### config.mk
export PLATFORM = sky130hd
export DESIGN_NAME = axil_subsys_top
export DESIGN_NICKNAME = d
export VERILOG_FILES = /design/src/axil_pkg.sv /design/src/axil_subsys_top.sv /design/src/axil_addr_demux.sv /design/src/axil_const_slv.sv /design/src/axil_skid_buffer.sv
export VERILOG_INCLUDE_DIRS = /design/src /design/src/src
export SDC_FILE = /design/constraint.sdc
export NUM_CORES = 1
export LEC_CHECK = 0
export ABC_AREA = 1
export ABC_CLOCK_PERIOD_IN_PS = 6900
export BUFFER_PORTS_ARGS = -buffer_cell sky130_fd_sc_hd__buf_4
export CORE_ASPECT_RATIO = 1.25
export CORE_MARGIN = 2
export CORE_UTILIZATION = 40
export DETAILED_ROUTE_END_ITERATION = 10
export GPL_TIMING_DRIVEN = 0
export PLACE_DENSITY_LB_ADDON = 0.08
export SLEW_MARGIN = 20
export SYNTH_ARGS = -nofsm -noshare
export SYNTH_HDL_FRONTEND = slang
export SYNTH_SLANG_ARGS = --single-unit
### constraint.sdc
create_clock -name seq -period 6.9 [get_ports seq]
set_input_delay 0 -clock seq [delete_from_list [all_inputs] [get_ports seq]]
set_output_delay 0 -clock seq [all_outputs]
set_load 0.03 [all_outputs]
### src/axil_consts.svh
`ifndef AXIL_CONSTS_SVH
`define AXIL_CONSTS_SVH

//////////////////////////////
// Bus widths
//////////////////////////////
`define AXIL_ADDR_W 32
`define AXIL_DATA_W 32
`define AXIL_STRB_W (`AXIL_DATA_W / 8)
`define AXIL_PROT_W 3

//////////////////////////////
// Address map with half-open windows
//////////////////////////////
`define AXIL_SLV0_START 32'h0000_0000
`define AXIL_SLV0_END   32'h0000_1000
`define AXIL_SLV0_DATA  32'h0000_FFFF

`define AXIL_SLV1_START 32'h0000_1000
`define AXIL_SLV1_END   32'h0000_2000
`define AXIL_SLV1_DATA  32'hA5A5_0001

`endif
### src/axil_pkg.sv
`default_nettype none

`include "axil_consts.svh"

package axil_pkg;

    // Encodings follow the AXI4 RRESP/BRESP values
    typedef enum logic [1:0] {
        OKAY   = 2'b00,
        SLVERR = 2'b10,
        DECERR = 2'b11
    } resp_e;

    typedef struct packed {
        logic [`AXIL_ADDR_W-1:0] addr;
        logic [`AXIL_PROT_W-1:0] prot;
    } aw_t;

    typedef struct packed {
        logic [`AXIL_ADDR_W-1:0] addr;
        logic [`AXIL_PROT_W-1:0] prot;
    } ar_t;

    typedef struct packed {
        logic [`AXIL_DATA_W-1:0] data;
        logic [`AXIL_STRB_W-1:0] strb;
    } w_t;

    typedef struct packed {
        resp_e resp;
    } b_t;

    typedef struct packed {
        logic [`AXIL_DATA_W-1:0] data;
        resp_e                   resp;
    } r_t;

endpackage

`default_nettype wire

### src/axil_subsys_top.sv
`timescale 1ns/1ps
`default_nettype none

`include "axil_consts.svh"

module axil_subsys_top (
    input  logic          seq,
    input  logic          rst,

    input  logic          aw_valid,
    output logic          aw_ready,
    input  axil_pkg::aw_t aw,
    input  logic          w_valid,
    output logic          w_ready,
    input  axil_pkg::w_t  w,
    output logic          b_valid,
    input  logic          b_ready,
    output axil_pkg::b_t  b,
    input  logic          ar_valid,
    output logic          ar_ready,
    input  axil_pkg::ar_t ar,
    output logic          r_valid,
    input  logic          r_ready,
    output axil_pkg::r_t  r
);

    // Request channels after the skid buffers
    logic          aw_s_valid, aw_s_ready;
    logic          w_s_valid, w_s_ready;
    logic          ar_s_valid, ar_s_ready;
    axil_pkg::aw_t aw_s;
    axil_pkg::w_t  w_s;
    axil_pkg::ar_t ar_s;

    logic          t0_aw_valid, t0_aw_ready, t0_w_valid, t0_w_ready, t0_b_valid, t0_b_ready;
    logic          t0_ar_valid, t0_ar_ready, t0_r_valid, t0_r_ready;
    axil_pkg::aw_t t0_aw;
    axil_pkg::w_t  t0_w;
    axil_pkg::b_t  t0_b;
    axil_pkg::ar_t t0_ar;
    axil_pkg::r_t  t0_r;

    logic          t1_aw_valid, t1_aw_ready, t1_w_valid, t1_w_ready, t1_b_valid, t1_b_ready;
    logic          t1_ar_valid, t1_ar_ready, t1_r_valid, t1_r_ready;
    axil_pkg::aw_t t1_aw;
    axil_pkg::w_t  t1_w;
    axil_pkg::b_t  t1_b;
    axil_pkg::ar_t t1_ar;
    axil_pkg::r_t  t1_r;

    //////////////////////////////
    // Inbound request buffering
    //////////////////////////////
    axil_skid_buffer #(.payload_t(axil_pkg::aw_t)) aw_skid_inst (
        .seq(seq), .rst(rst),
        .in_valid(aw_valid), .in_ready(aw_ready), .in_data(aw),
        .out_valid(aw_s_valid), .out_ready(aw_s_ready), .out_data(aw_s)
    );

    axil_skid_buffer #(.payload_t(axil_pkg::w_t)) w_skid_inst (
        .seq(seq), .rst(rst),
        .in_valid(w_valid), .in_ready(w_ready), .in_data(w),
        .out_valid(w_s_valid), .out_ready(w_s_ready), .out_data(w_s)
    );

    axil_skid_buffer #(.payload_t(axil_pkg::ar_t)) ar_skid_inst (
        .seq(seq), .rst(rst),
        .in_valid(ar_valid), .in_ready(ar_ready), .in_data(ar),
        .out_valid(ar_s_valid), .out_ready(ar_s_ready), .out_data(ar_s)
    );

    //////////////////////////////
    // Decoder and targets
    //////////////////////////////
    axil_addr_demux axil_addr_demux_inst (
        .seq(seq), .rst(rst),
        .aw_valid(aw_s_valid), .aw_ready(aw_s_ready), .aw(aw_s),
        .w_valid(w_s_valid), .w_ready(w_s_ready), .w(w_s),
        .b_valid(b_valid), .b_ready(b_ready), .b(b),
        .ar_valid(ar_s_valid), .ar_ready(ar_s_ready), .ar(ar_s),
        .r_valid(r_valid), .r_ready(r_ready), .r(r),
        .t0_aw_valid(t0_aw_valid), .t0_aw_ready(t0_aw_ready), .t0_aw(t0_aw),
        .t0_w_valid(t0_w_valid), .t0_w_ready(t0_w_ready), .t0_w(t0_w),
        .t0_b_valid(t0_b_valid), .t0_b_ready(t0_b_ready), .t0_b(t0_b),
        .t0_ar_valid(t0_ar_valid), .t0_ar_ready(t0_ar_ready), .t0_ar(t0_ar),
        .t0_r_valid(t0_r_valid), .t0_r_ready(t0_r_ready), .t0_r(t0_r),
        .t1_aw_valid(t1_aw_valid), .t1_aw_ready(t1_aw_ready), .t1_aw(t1_aw),
        .t1_w_valid(t1_w_valid), .t1_w_ready(t1_w_ready), .t1_w(t1_w),
        .t1_b_valid(t1_b_valid), .t1_b_ready(t1_b_ready), .t1_b(t1_b),
        .t1_ar_valid(t1_ar_valid), .t1_ar_ready(t1_ar_ready), .t1_ar(t1_ar),
        .t1_r_valid(t1_r_valid), .t1_r_ready(t1_r_ready), .t1_r(t1_r)
    );

    axil_const_slv #(.RESP_DATA(`AXIL_SLV0_DATA)) slv0_inst (
        .seq(seq), .rst(rst),
        .aw_valid(t0_aw_valid), .aw_ready(t0_aw_ready), .aw(t0_aw),
        .w_valid(t0_w_valid), .w_ready(t0_w_ready), .w(t0_w),
        .b_valid(t0_b_valid), .b_ready(t0_b_ready), .b(t0_b),
        .ar_valid(t0_ar_valid), .ar_ready(t0_ar_ready), .ar(t0_ar),
        .r_valid(t0_r_valid), .r_ready(t0_r_ready), .r(t0_r)
    );

    axil_const_slv #(.RESP_DATA(`AXIL_SLV1_DATA)) slv1_inst (
        .seq(seq), .rst(rst),
        .aw_valid(t1_aw_valid), .aw_ready(t1_aw_ready), .aw(t1_aw),
        .w_valid(t1_w_valid), .w_ready(t1_w_ready), .w(t1_w),
        .b_valid(t1_b_valid), .b_ready(t1_b_ready), .b(t1_b),
        .ar_valid(t1_ar_valid), .ar_ready(t1_ar_ready), .ar(t1_ar),
        .r_valid(t1_r_valid), .r_ready(t1_r_ready), .r(t1_r)
    );

endmodule

`default_nettype wire

### src/axil_addr_demux.sv
`timescale 1ns/1ps
`default_nettype none

`include "axil_consts.svh"

module axil_addr_demux (
    input  logic          seq,
    input  logic          rst,

    input  logic          aw_valid,
    output logic          aw_ready,
    input  axil_pkg::aw_t aw,
    input  logic          w_valid,
    output logic          w_ready,
    input  axil_pkg::w_t  w,
    output logic          b_valid,
    input  logic          b_ready,
    output axil_pkg::b_t  b,
    input  logic          ar_valid,
    output logic          ar_ready,
    input  axil_pkg::ar_t ar,
    output logic          r_valid,
    input  logic          r_ready,
    output axil_pkg::r_t  r,

    output logic          t0_aw_valid,
    input  logic          t0_aw_ready,
    output axil_pkg::aw_t t0_aw,
    output logic          t0_w_valid,
    input  logic          t0_w_ready,
    output axil_pkg::w_t  t0_w,
    input  logic          t0_b_valid,
    output logic          t0_b_ready,
    input  axil_pkg::b_t  t0_b,
    output logic          t0_ar_valid,
    input  logic          t0_ar_ready,
    output axil_pkg::ar_t t0_ar,
    input  logic          t0_r_valid,
    output logic          t0_r_ready,
    input  axil_pkg::r_t  t0_r,

    output logic          t1_aw_valid,
    input  logic          t1_aw_ready,
    output axil_pkg::aw_t t1_aw,
    output logic          t1_w_valid,
    input  logic          t1_w_ready,
    output axil_pkg::w_t  t1_w,
    input  logic          t1_b_valid,
    output logic          t1_b_ready,
    input  axil_pkg::b_t  t1_b,
    output logic          t1_ar_valid,
    input  logic          t1_ar_ready,
    output axil_pkg::ar_t t1_ar,
    input  logic          t1_r_valid,
    output logic          t1_r_ready,
    input  axil_pkg::r_t  t1_r
);

    localparam logic [1:0] ROUTE_T0   = 2'd0;
    localparam logic [1:0] ROUTE_T1   = 2'd1;
    localparam logic [1:0] ROUTE_MISS = 2'd2;

    function automatic logic [1:0] decode(input logic [`AXIL_ADDR_W-1:0] addr);
        if (addr >= `AXIL_SLV0_START && addr < `AXIL_SLV0_END) begin
            return ROUTE_T0;
        end
        if (addr >= `AXIL_SLV1_START && addr < `AXIL_SLV1_END) begin
            return ROUTE_T1;
        end
        return ROUTE_MISS;
    endfunction

    axil_pkg::aw_t aw_q;
    axil_pkg::aw_t aw_cur;
    axil_pkg::w_t  w_q;
    axil_pkg::ar_t ar_q;
    logic          aw_held;
    logic          w_held;
    logic          wr_busy;
    logic          rd_busy;
    logic          dec_b_valid;
    logic          dec_r_valid;
    logic [1:0]    wr_route;
    logic [1:0]    rd_route;
    logic [1:0]    wr_dest;
    logic [1:0]    rd_dest;
    logic          aw_fire;
    logic          w_fire;
    logic          ar_fire;
    logic          wr_launch;

    //////////////////////////////
    // Write request routing
    //////////////////////////////
    assign aw_ready  = !aw_held && !wr_busy;
    assign w_ready   = !w_held && !wr_busy;
    assign aw_fire   = aw_valid && aw_ready;
    assign w_fire    = w_valid && w_ready;
    assign wr_launch = (aw_held || aw_fire) && (w_held || w_fire);
    assign aw_cur    = aw_fire ? aw : aw_q;
    assign wr_dest   = decode(aw_cur.addr);

    assign t0_aw = aw_q;
    assign t1_aw = aw_q;
    assign t0_w  = w_q;
    assign t1_w  = w_q;

    always_ff @(posedge seq) begin
        if (rst) begin
            aw_held     <= 1'b0;
            w_held      <= 1'b0;
            wr_busy     <= 1'b0;
            wr_route    <= ROUTE_MISS;
            dec_b_valid <= 1'b0;
            t0_aw_valid <= 1'b0;
            t0_w_valid  <= 1'b0;
            t1_aw_valid <= 1'b0;
            t1_w_valid  <= 1'b0;
        end else begin
            if (t0_aw_ready) t0_aw_valid <= 1'b0;
            if (t0_w_ready) t0_w_valid <= 1'b0;
            if (t1_aw_ready) t1_aw_valid <= 1'b0;
            if (t1_w_ready) t1_w_valid <= 1'b0;
            if (b_valid && b_ready) begin
                wr_busy     <= 1'b0;
                dec_b_valid <= 1'b0;
            end
            if (wr_launch) begin
                aw_held  <= 1'b0;
                w_held   <= 1'b0;
                wr_busy  <= 1'b1;                // Held until the b handshake
                wr_route <= wr_dest;
                case (wr_dest)
                    ROUTE_T0: begin
                        t0_aw_valid <= 1'b1;
                        t0_w_valid  <= 1'b1;
                    end
                    ROUTE_T1: begin
                        t1_aw_valid <= 1'b1;
                        t1_w_valid  <= 1'b1;
                    end
                    default: dec_b_valid <= 1'b1;
                endcase
            end else begin
                if (aw_fire) aw_held <= 1'b1;
                if (w_fire) w_held <= 1'b1;
            end
        end
    end

    //////////////////////////////
    // Read request routing
    //////////////////////////////
    assign ar_ready = !rd_busy;
    assign ar_fire  = ar_valid && ar_ready;
    assign rd_dest  = decode(ar.addr);
    assign t0_ar    = ar_q;
    assign t1_ar    = ar_q;

    always_ff @(posedge seq) begin
        if (rst) begin
            rd_busy     <= 1'b0;
            rd_route    <= ROUTE_MISS;
            dec_r_valid <= 1'b0;
            t0_ar_valid <= 1'b0;
            t1_ar_valid <= 1'b0;
        end else begin
            if (t0_ar_ready) t0_ar_valid <= 1'b0;
            if (t1_ar_ready) t1_ar_valid <= 1'b0;
            if (r_valid && r_ready) begin
                rd_busy     <= 1'b0;
                dec_r_valid <= 1'b0;
            end
            if (ar_fire) begin
                rd_busy  <= 1'b1;
                rd_route <= rd_dest;
                case (rd_dest)
                    ROUTE_T0: t0_ar_valid <= 1'b1;
                    ROUTE_T1: t1_ar_valid <= 1'b1;
                    default:  dec_r_valid <= 1'b1;
                endcase
            end
        end
    end

    always_ff @(posedge seq) begin
        if (aw_fire) aw_q <= aw;
        if (w_fire) w_q <= w;
        if (ar_fire) ar_q <= ar;
    end

    //////////////////////////////
    // Response return
    //////////////////////////////
    always_comb begin
        b_valid    = dec_b_valid;
        b          = '{resp: axil_pkg::DECERR};
        t0_b_ready = 1'b0;
        t1_b_ready = 1'b0;
        case (wr_route)
            ROUTE_T0: begin
                b_valid    = t0_b_valid;
                b          = t0_b;
                t0_b_ready = b_ready;
            end
            ROUTE_T1: begin
                b_valid    = t1_b_valid;
                b          = t1_b;
                t1_b_ready = b_ready;
            end
            default: ;
        endcase
    end

    always_comb begin
        r_valid    = dec_r_valid;
        r          = '{data: '0, resp: axil_pkg::DECERR};   // Misses read as zero
        t0_r_ready = 1'b0;
        t1_r_ready = 1'b0;
        case (rd_route)
            ROUTE_T0: begin
                r_valid    = t0_r_valid;
                r          = t0_r;
                t0_r_ready = r_ready;
            end
            ROUTE_T1: begin
                r_valid    = t1_r_valid;
                r          = t1_r;
                t1_r_ready = r_ready;
            end
            default: ;
        endcase
    end

endmodule

`default_nettype wire

### src/axil_const_slv.sv
`timescale 1ns/1ps
`default_nettype none

`include "axil_consts.svh"

module axil_const_slv #(
    parameter logic [`AXIL_DATA_W-1:0] RESP_DATA = `AXIL_SLV0_DATA
) (
    input  logic           seq,
    input  logic           rst,

    input  logic           aw_valid,
    output logic           aw_ready,
    input  axil_pkg::aw_t  aw,

    input  logic           w_valid,
    output logic           w_ready,
    input  axil_pkg::w_t   w,

    output logic           b_valid,
    input  logic           b_ready,
    output axil_pkg::b_t   b,

    input  logic           ar_valid,
    output logic           ar_ready,
    input  axil_pkg::ar_t  ar,

    output logic           r_valid,
    input  logic           r_ready,
    output axil_pkg::r_t   r
);

    logic aw_held;
    logic w_held;
    logic w_ok_q;
    logic aw_fire;
    logic w_fire;
    logic w_ok;
    logic wr_done;

    //////////////////////////////
    // Write channel
    //////////////////////////////
    assign aw_ready = !aw_held && !b_valid;
    assign w_ready  = !w_held && !b_valid;
    assign aw_fire  = aw_valid && aw_ready;
    assign w_fire   = w_valid && w_ready;

    // Only the outcome of the data check is kept, not the data
    assign w_ok    = w_fire ? ((w.data == RESP_DATA) && (&w.strb)) : w_ok_q;
    assign wr_done = (aw_held || aw_fire) && (w_held || w_fire);

    always_ff @(posedge seq) begin
        if (rst) begin
            aw_held <= 1'b0;
            w_held  <= 1'b0;
            b_valid <= 1'b0;
        end else begin
            if (b_valid && b_ready) begin
                b_valid <= 1'b0;
            end
            if (wr_done) begin
                aw_held <= 1'b0;
                w_held  <= 1'b0;
                b_valid <= 1'b1;
            end else begin
                if (aw_fire) aw_held <= 1'b1;   // Address came first
                if (w_fire) w_held <= 1'b1;
            end
        end
    end

    always_ff @(posedge seq) begin
        if (w_fire) begin
            w_ok_q <= w_ok;
        end
        if (wr_done) begin
            b.resp <= w_ok ? axil_pkg::OKAY : axil_pkg::SLVERR;
        end
    end

    //////////////////////////////
    // Read channel
    //////////////////////////////
    assign ar_ready = !r_valid;
    assign r        = '{data: RESP_DATA, resp: axil_pkg::OKAY};

    always_ff @(posedge seq) begin
        if (rst) begin
            r_valid <= 1'b0;
        end else if (ar_valid && ar_ready) begin
            r_valid <= 1'b1;
        end else if (r_ready) begin
            r_valid <= 1'b0;
        end
    end

endmodule

`default_nettype wire

### src/axil_skid_buffer.sv
`timescale 1ns/1ps
`default_nettype none

module axil_skid_buffer #(
    parameter type payload_t = logic
) (
    input  logic     seq,
    input  logic     rst,

    input  logic     in_valid,
    output logic     in_ready,
    input  payload_t in_data,

    output logic     out_valid,
    input  logic     out_ready,
    output payload_t out_data
);

    payload_t   mem [2];
    logic       wr_ptr;
    logic       rd_ptr;
    logic [1:0] count;
    logic       push;
    logic       pop;

    // Ready depends only on the fill level, never on out_ready
    assign in_ready  = (count != 2'd2);
    assign out_valid = (count != 2'd0);
    assign out_data  = mem[rd_ptr];

    assign push = in_valid && in_ready;
    assign pop  = out_valid && out_ready;

    always_ff @(posedge seq) begin
        if (rst) begin
            wr_ptr <= 1'b0;
            rd_ptr <= 1'b0;
            count  <= 2'd0;
        end else begin
            if (push) begin
                wr_ptr <= ~wr_ptr;
            end
            if (pop) begin
                rd_ptr <= ~rd_ptr;
            end
            count <= count + {1'b0, push} - {1'b0, pop};
        end
    end

    always_ff @(posedge seq) begin
        if (push) begin
            mem[wr_ptr] <= in_data;
        end
    end

endmodule

`default_nettype wire

Yosys cells after proc, flatten, opt, wreduce, memory -nomap -nowiden:

Memories as Yosys holds them, arrays and structs flattened. A register that Yosys moved wholly into a read port is not among the register bits.
Cells that the tools add are included.

* add/sub/neg operators: 6
* $mul: 0
* divide/modulo/power cells: 0
* magnitude comparators: 8
* eq/ne operators: 9
* shift-type cells: 0
* muxes and demuxes: 73
* bitwise logic cells: 6
* reduce and logical (&&, ||, !) cells: 68

Operator list (number)
* 34-bit case mux with 2 select lines: 1
* 32-bit by 1-bit >= comparator with 1-bit output (second input constant): 2
* 32-bit by 13-bit >= comparator with 1-bit output (second input constant): 2
* 32-bit by 13-bit less-than comparator with 1-bit output (second input constant): 2
* 32-bit by 14-bit less-than comparator with 1-bit output (second input constant): 2
* 1-bit two-way mux: 58
* 35-bit two-way mux: 1
* 32-bit by 16-bit == test with 1-bit output (second input constant): 1
* 32-bit == test (second input constant): 1
* 1-bit logical AND: 31
* 2-bit two-way mux: 10
* 2-bit nonzero test: 9
* 1-bit logical NOT: 12
* 2-bit OR reduction: 5
* 2-bit by 1-bit == test with 1-bit output (second input constant): 4
* 2-bit logical NOT: 4
* 2-bit by 1-bit adder with 2-bit output: 3
* 1-bit logical OR: 6
* 2-bit != test (second input constant): 3
* 1-bit NOT: 6
* 2-bit by 1-bit subtractor with 2-bit output: 3
* 1-bit case mux with 2 select lines: 2
* 2-bit case mux with 2 select lines: 1
* 4-bit AND reduction: 1

* register bits: 77
* latch bits: 0
* RAM bits: 212
* ROM bits: 0
* bits of input ports: 113
* output and inout bits: 41
* logic and storage cells: 210
* memories: 3

Memory list
* w_skid_inst.mem: words 2, bits a word 36, read ports 1, clocked after Yosys merged registers in 1, write ports 1, line axil_skid_buffer.sv:19 `payload_t mem [2];`
* ar_skid_inst.mem: words 2, bits a word 35, read ports 1, clocked after Yosys merged registers in 1, write ports 1, line axil_skid_buffer.sv:19
* aw_skid_inst.mem: words 2, bits a word 35, read ports 1, clocked after Yosys merged registers in 1, write ports 1, line axil_skid_buffer.sv:19

Depth between registers and ports, before layout:

* depth after elaboration: 14
* depth in mapped cells: 13

Hierarchy:

A second synthesis with hierarchy kept.

* cell total of the unflattened synthesis: 1226
* area total of the unflattened synthesis: 15842.7 sq um

By module, submodules not included
* axil_skid_buffer at ar_skid_inst ...: instances 2, cells an instance 146, area an instance 2924.1 sq um, sequential area each 2202.1 sq um
* axil_addr_demux: instances 1, cells an instance 564, area an instance 5589.1 sq um, sequential area each 3183.1 sq um
* axil_skid_buffer at w_skid_inst: instances 1, cells an instance 148, area an instance 2994.1 sq um, sequential area each 2262.2 sq um
* axil_const_slv at slv0_inst: instances 1, cells an instance 113, area an instance 709.4 sq um, sequential area each 140.1 sq um
* axil_const_slv at slv1_inst: instances 1, cells an instance 109, area an instance 701.9 sq um, sequential area each 140.1 sq um

Worst setup path after synthesis:

Ideal clock, no wire load.

* kind: register to register
* start: reg w_skid_inst.count[0]
* end: mem w_skid_inst.mem[1][0] (netlist name), enable pin
* arrival: 2.286 ns
* slack: 4.184 ns
* cell stages (with the launch flop): 5
* path buffers: 0
* period minus slack after synthesis: 2.716 ns
* path through: dfxtp_1 -> inv_1 -> nand2_1 -> nand2_1 -> nor2_1

* word-level cells in the longest chain between the ends: 4

Ends and longest elaborated chain
* start: declaration: line axil_skid_buffer.sv:22 `logic [1:0] count;`
* start signal: assignment: line axil_skid_buffer.sv:46 `count <= count + {1'b0, push} - {1'b0, pop};`
* 2-bit != test: line axil_skid_buffer.sv:27 `assign in_ready = (count != 2'd2);`
* net w_ready: line axil_subsys_top.sv:14 `output logic w_ready,`
* 1-bit logical AND: line axil_skid_buffer.sv:31 `assign push = in_valid && in_ready;`
* 1-bit two-way mux: line axil_skid_buffer.sv:51 `if (push) begin`
* 1-bit two-way mux (not written as such): line axil_skid_buffer.sv:52 `mem[wr_ptr] <= in_data;`
* end: declaration: line axil_skid_buffer.sv:19

The timed path passes the listed nets, and every way through them passes these cells.

Final worst setup path:

* start: reg axil_addr_demux_inst.rd_route[1]
* end: out r_valid

* word-level cells in the longest chain between the ends: 2
* elaborated cells on any way between the ends: 3
* those cells by class: eq/ne (1); mux (1); reduce/logical (1)

Ends and longest elaborated chain
* start: declaration: line axil_addr_demux.sv:84 `logic [1:0] rd_route;`
* start signal: assignment: line axil_addr_demux.sv:176 `rd_route <= rd_dest;`
* 2-bit by 1-bit == test with 1-bit output or 2-bit logical NOT (tied branches): line axil_addr_demux.sv:220 `case (rd_route)`
* 1-bit case mux with 2 select lines (*): line axil_addr_demux.sv:220
* end: declaration: line axil_subsys_top.sv:22 `output logic r_valid,`

Every way passes the cells marked *; elsewhere a longest branch is shown, timed or not.

==> run summary <==
share of layout cells above drive strength 1: 18.7%
max incr delay on CP: 0.72 ns
maximum root-to-sink buffer count: 3
VDD IR max: 225 uV
Cells after DPL: 1258
critical-path cell list: nor2_1 > a221oi_1 > nor2_1 > buf_4
period utilisation layout: 31.1%
Iter 0 DRT Violations: 216
core area: 23600 um2
CP max-delay cell: nor2_1
worst setup path class: register to output pin
CTS H-tree depth: 1
Skew-Pair Late Insertion Delay: 0.51 ns
leading cell type in the layout, fill and taps excluded: nand2_1
chip height: 177 um
CTS tree: built
clock sinks: 250
Most used DFF post-synth: edfxtp_1
Post-Syn Area: 9590 um2
Post-synth EDFFs: 192
Final Setup Violations: 0
PwrDens: 386 nW/um2
Mapped Cells: 840
setup TNS: 0 ns
via count: 6123
first-pass GRT wire length: 29700 um
diode count: 0
port buffer count: 114
Post-DP HPWL: 12600 um
largest cells by area after synthesis: edfxtp_1, dfxtp_1, nand2_1
CP endpoint kind: output pin
GRT Overall Usage: 14.9%
flops & latches, synth: 250
CTS Buf Count: 25
post-DR wirelength/cell: 13.5 um
CP most frequent cell: nor2_1
Detailed Routing Iterations Pass 1: 4
f_max: 0.467 GHz
fin crit period: 2.14 ns
clock skew: 0.00919 ns
asr flop ratio synth: 0%
Seq pwr share: 44.6%
post_cts resized: 0
status: complete, no violations
largest net degree at the start of global routing: 37
DR vias/cell: 4.42
Arrival @ worst endpoint: 2.14 ns
post-synth top area cell: edfxtp_1
Synth top area share: 60.1%
CP Launch Type: register
commonest non-fill, non-tap cells in the layout: nand2_1, edfxtp_1, buf_4
number of library cell types mapped by synthesis: 37
internal power: 3.28 mW
initial antenna violation count: 0
Post-DRT Antenna Nets: 0
combinational power share: 29.6%
I/O Pins: 154
Critical Path RT: 6.90 ns
Worst-Margin Slew: 0.939 ns
synthesized area per cell: 11.4 um2
area grow syn2layout: 30.7%
die footprint: 25200 um2
Sw Ratio: 32.2%
CTS clk-pin slew, worst paths: 0.06 ns
GP Congestion: 0.781
fin cells: 1384
RSZ-0062 raised after global routing: no
Max Cap Viol: 0
Final Hold Viols: 0
clock root buffer: clkbuf_16
die width: 142 um
yosys warns: 0
fin. max-slew vios: 0
Initial Util: 40.6%
drt drc: 0
number of global-route vias before repair: 5956
Crit Path Max Fanout: 17
NumNets Final: 1193
Seq/Total Area, Yosys: 72.2%
Worst slew margin: 37.2%
Clock power frac: 25.8%
Rows: 63
gr ovfl total: 0
leak pwr: 5.35 nW
Routed WL: 18600 um
HP Class: input pin to register
switching power of the nets: 1.56 mW
cell usage after synthesis, types with 2 or more instances:
cell,count
dfxtp_1,58
nand2_1,260
a31oi_1,2
or2_2,4
o21ai_1,3
nand3_1,12
a21oi_1,23
clkbuf_1,13
ha_1,6
o211ai_1,2
inv_1,102
o21ai_0,27
xor2_1,3
nand4_1,13
buf_4,30
edfxtp_1,192
nor4_1,11
nor3_1,2
nor2_1,54
buf_6,6
sequential cells by signal (all words and copies together) (netlist names), 2 cells and up, named ones only:
name                           flops
axil_addr_demux_inst.rd_route      2
aw_skid_inst.mem                  40
ar_skid_inst.mem                  40
w_skid_inst.count                  2
aw_skid_inst.count                 2
axil_addr_demux_inst.wr_route      2
ar_skid_inst.count                 2
axil_addr_demux_inst.t0_aw        20
w_skid_inst.mem                   72
axil_addr_demux_inst.t0_w         36
logic make-up (layout without fill, tap and decap cells):
logic type / Yosys count / in the layout / synth area share (%)
multiplexers: 1 / 1 / 0.104
AO/OA/AOI/OAI: 62 / 62 / 3.47
AND/OR/NAND/NOR: 362 / 362 / 15.3
flip-flops: 250 / 250 / 72.2
XOR/XNOR: 3 / 3 / 0.274
adder cells (fa/ha/maj): 6 / 6 / 0.783
buffers and inverters: 155 / 400 / 7.75
other: 1 / 8 / 0.0391
metal layers:
| metal | global-route usage [%] | vias up | routed length (um) |
|---|---|---|---|
| met1 | 16.8 | 2817 | 7490 |
| met2 | 28.9 | 88 | 10200 |
| met4 | 3.92 | 0 | 315 |
| met5 | 0 | - | 0 |
| li1 | - | 3192 | - |
| met3 | 2.08 | 26 | 577 |
cell type report:
| cell class | count | area [um2] |
|---|---|---|
| Fill cell | 2105 | 11100 |
| Sequential cell | 250 | 6930 |
| Multi-Input combinational cell | 442 | 1980 |
| Timing Repair Buffer | 200 | 1760 |
| Clock buffer | 36 | 687 |
| Inverter | 104 | 393 |
| Tap cell | 292 | 365 |
| Buffer | 51 | 350 |
| Clock inverter | 9 | 63.8 |
path summary, 6_finish.rpt:
path / end / start / slack (ns) / cells after the start
setup / recovery: r_valid / axil_addr_demux_inst.rd_route[1] / 4.76 / 4
hold / removal: w_skid_inst.wr_ptr / w_valid / 0.01 / 5
hold reg to reg: ar_skid_inst.rd_ptr / ar_skid_inst.rd_ptr / 0.45 / 1
setup reg to reg: aw_skid_inst.count[1] / aw_skid_inst.count[1] / 4.97 / 10
critical path: cells and delay by family, from the launching register on:
family / cells / cell delay [ns]
AND/OR/NAND/NOR: 2 / 0.89
flip-flops: 1 / 0.34
AO/OA/AOI/OAI: 1 / 0.22
buffers and inverters: 1 / 0.18
metrics by stage:
step	cell area (um2)	power, mW	hold WS [ns]	worst slack, ns	util (%)
after detailed placement	11000	3.62	0.187	4.95	46.4
after floorplan	9620	3.13	0.0989	4.18	-
after global placement	10800	3.56	0.185	3.19	45.8
after CTS	12500	4.92	0.00432	4.69	53.0
after global routing	12500	5.17	0.0707	4.54	53.0
final	12500	4.84	0.0122	4.76	53.0
timing repair:
item,4_1_cts,5_1_grt
setup buffers,0,0
setup endpoints to repair,0,0
endpoints found under the hold margin,166,0
hold buffers,81,0
power by group through the flow:
stage | registers [mW] | logic [mW] | clock network (mW)
floorplan | 2.16 | 0.965 | 0
global placement | 2.20 | 1.37 | 0
detailed placement | 2.19 | 1.43 | 0
CTS | 2.16 | 1.47 | 1.29
global route | 2.19 | 1.62 | 1.35
finish | 2.16 | 1.43 | 1.25
Power figures use the tool's default switching activity.
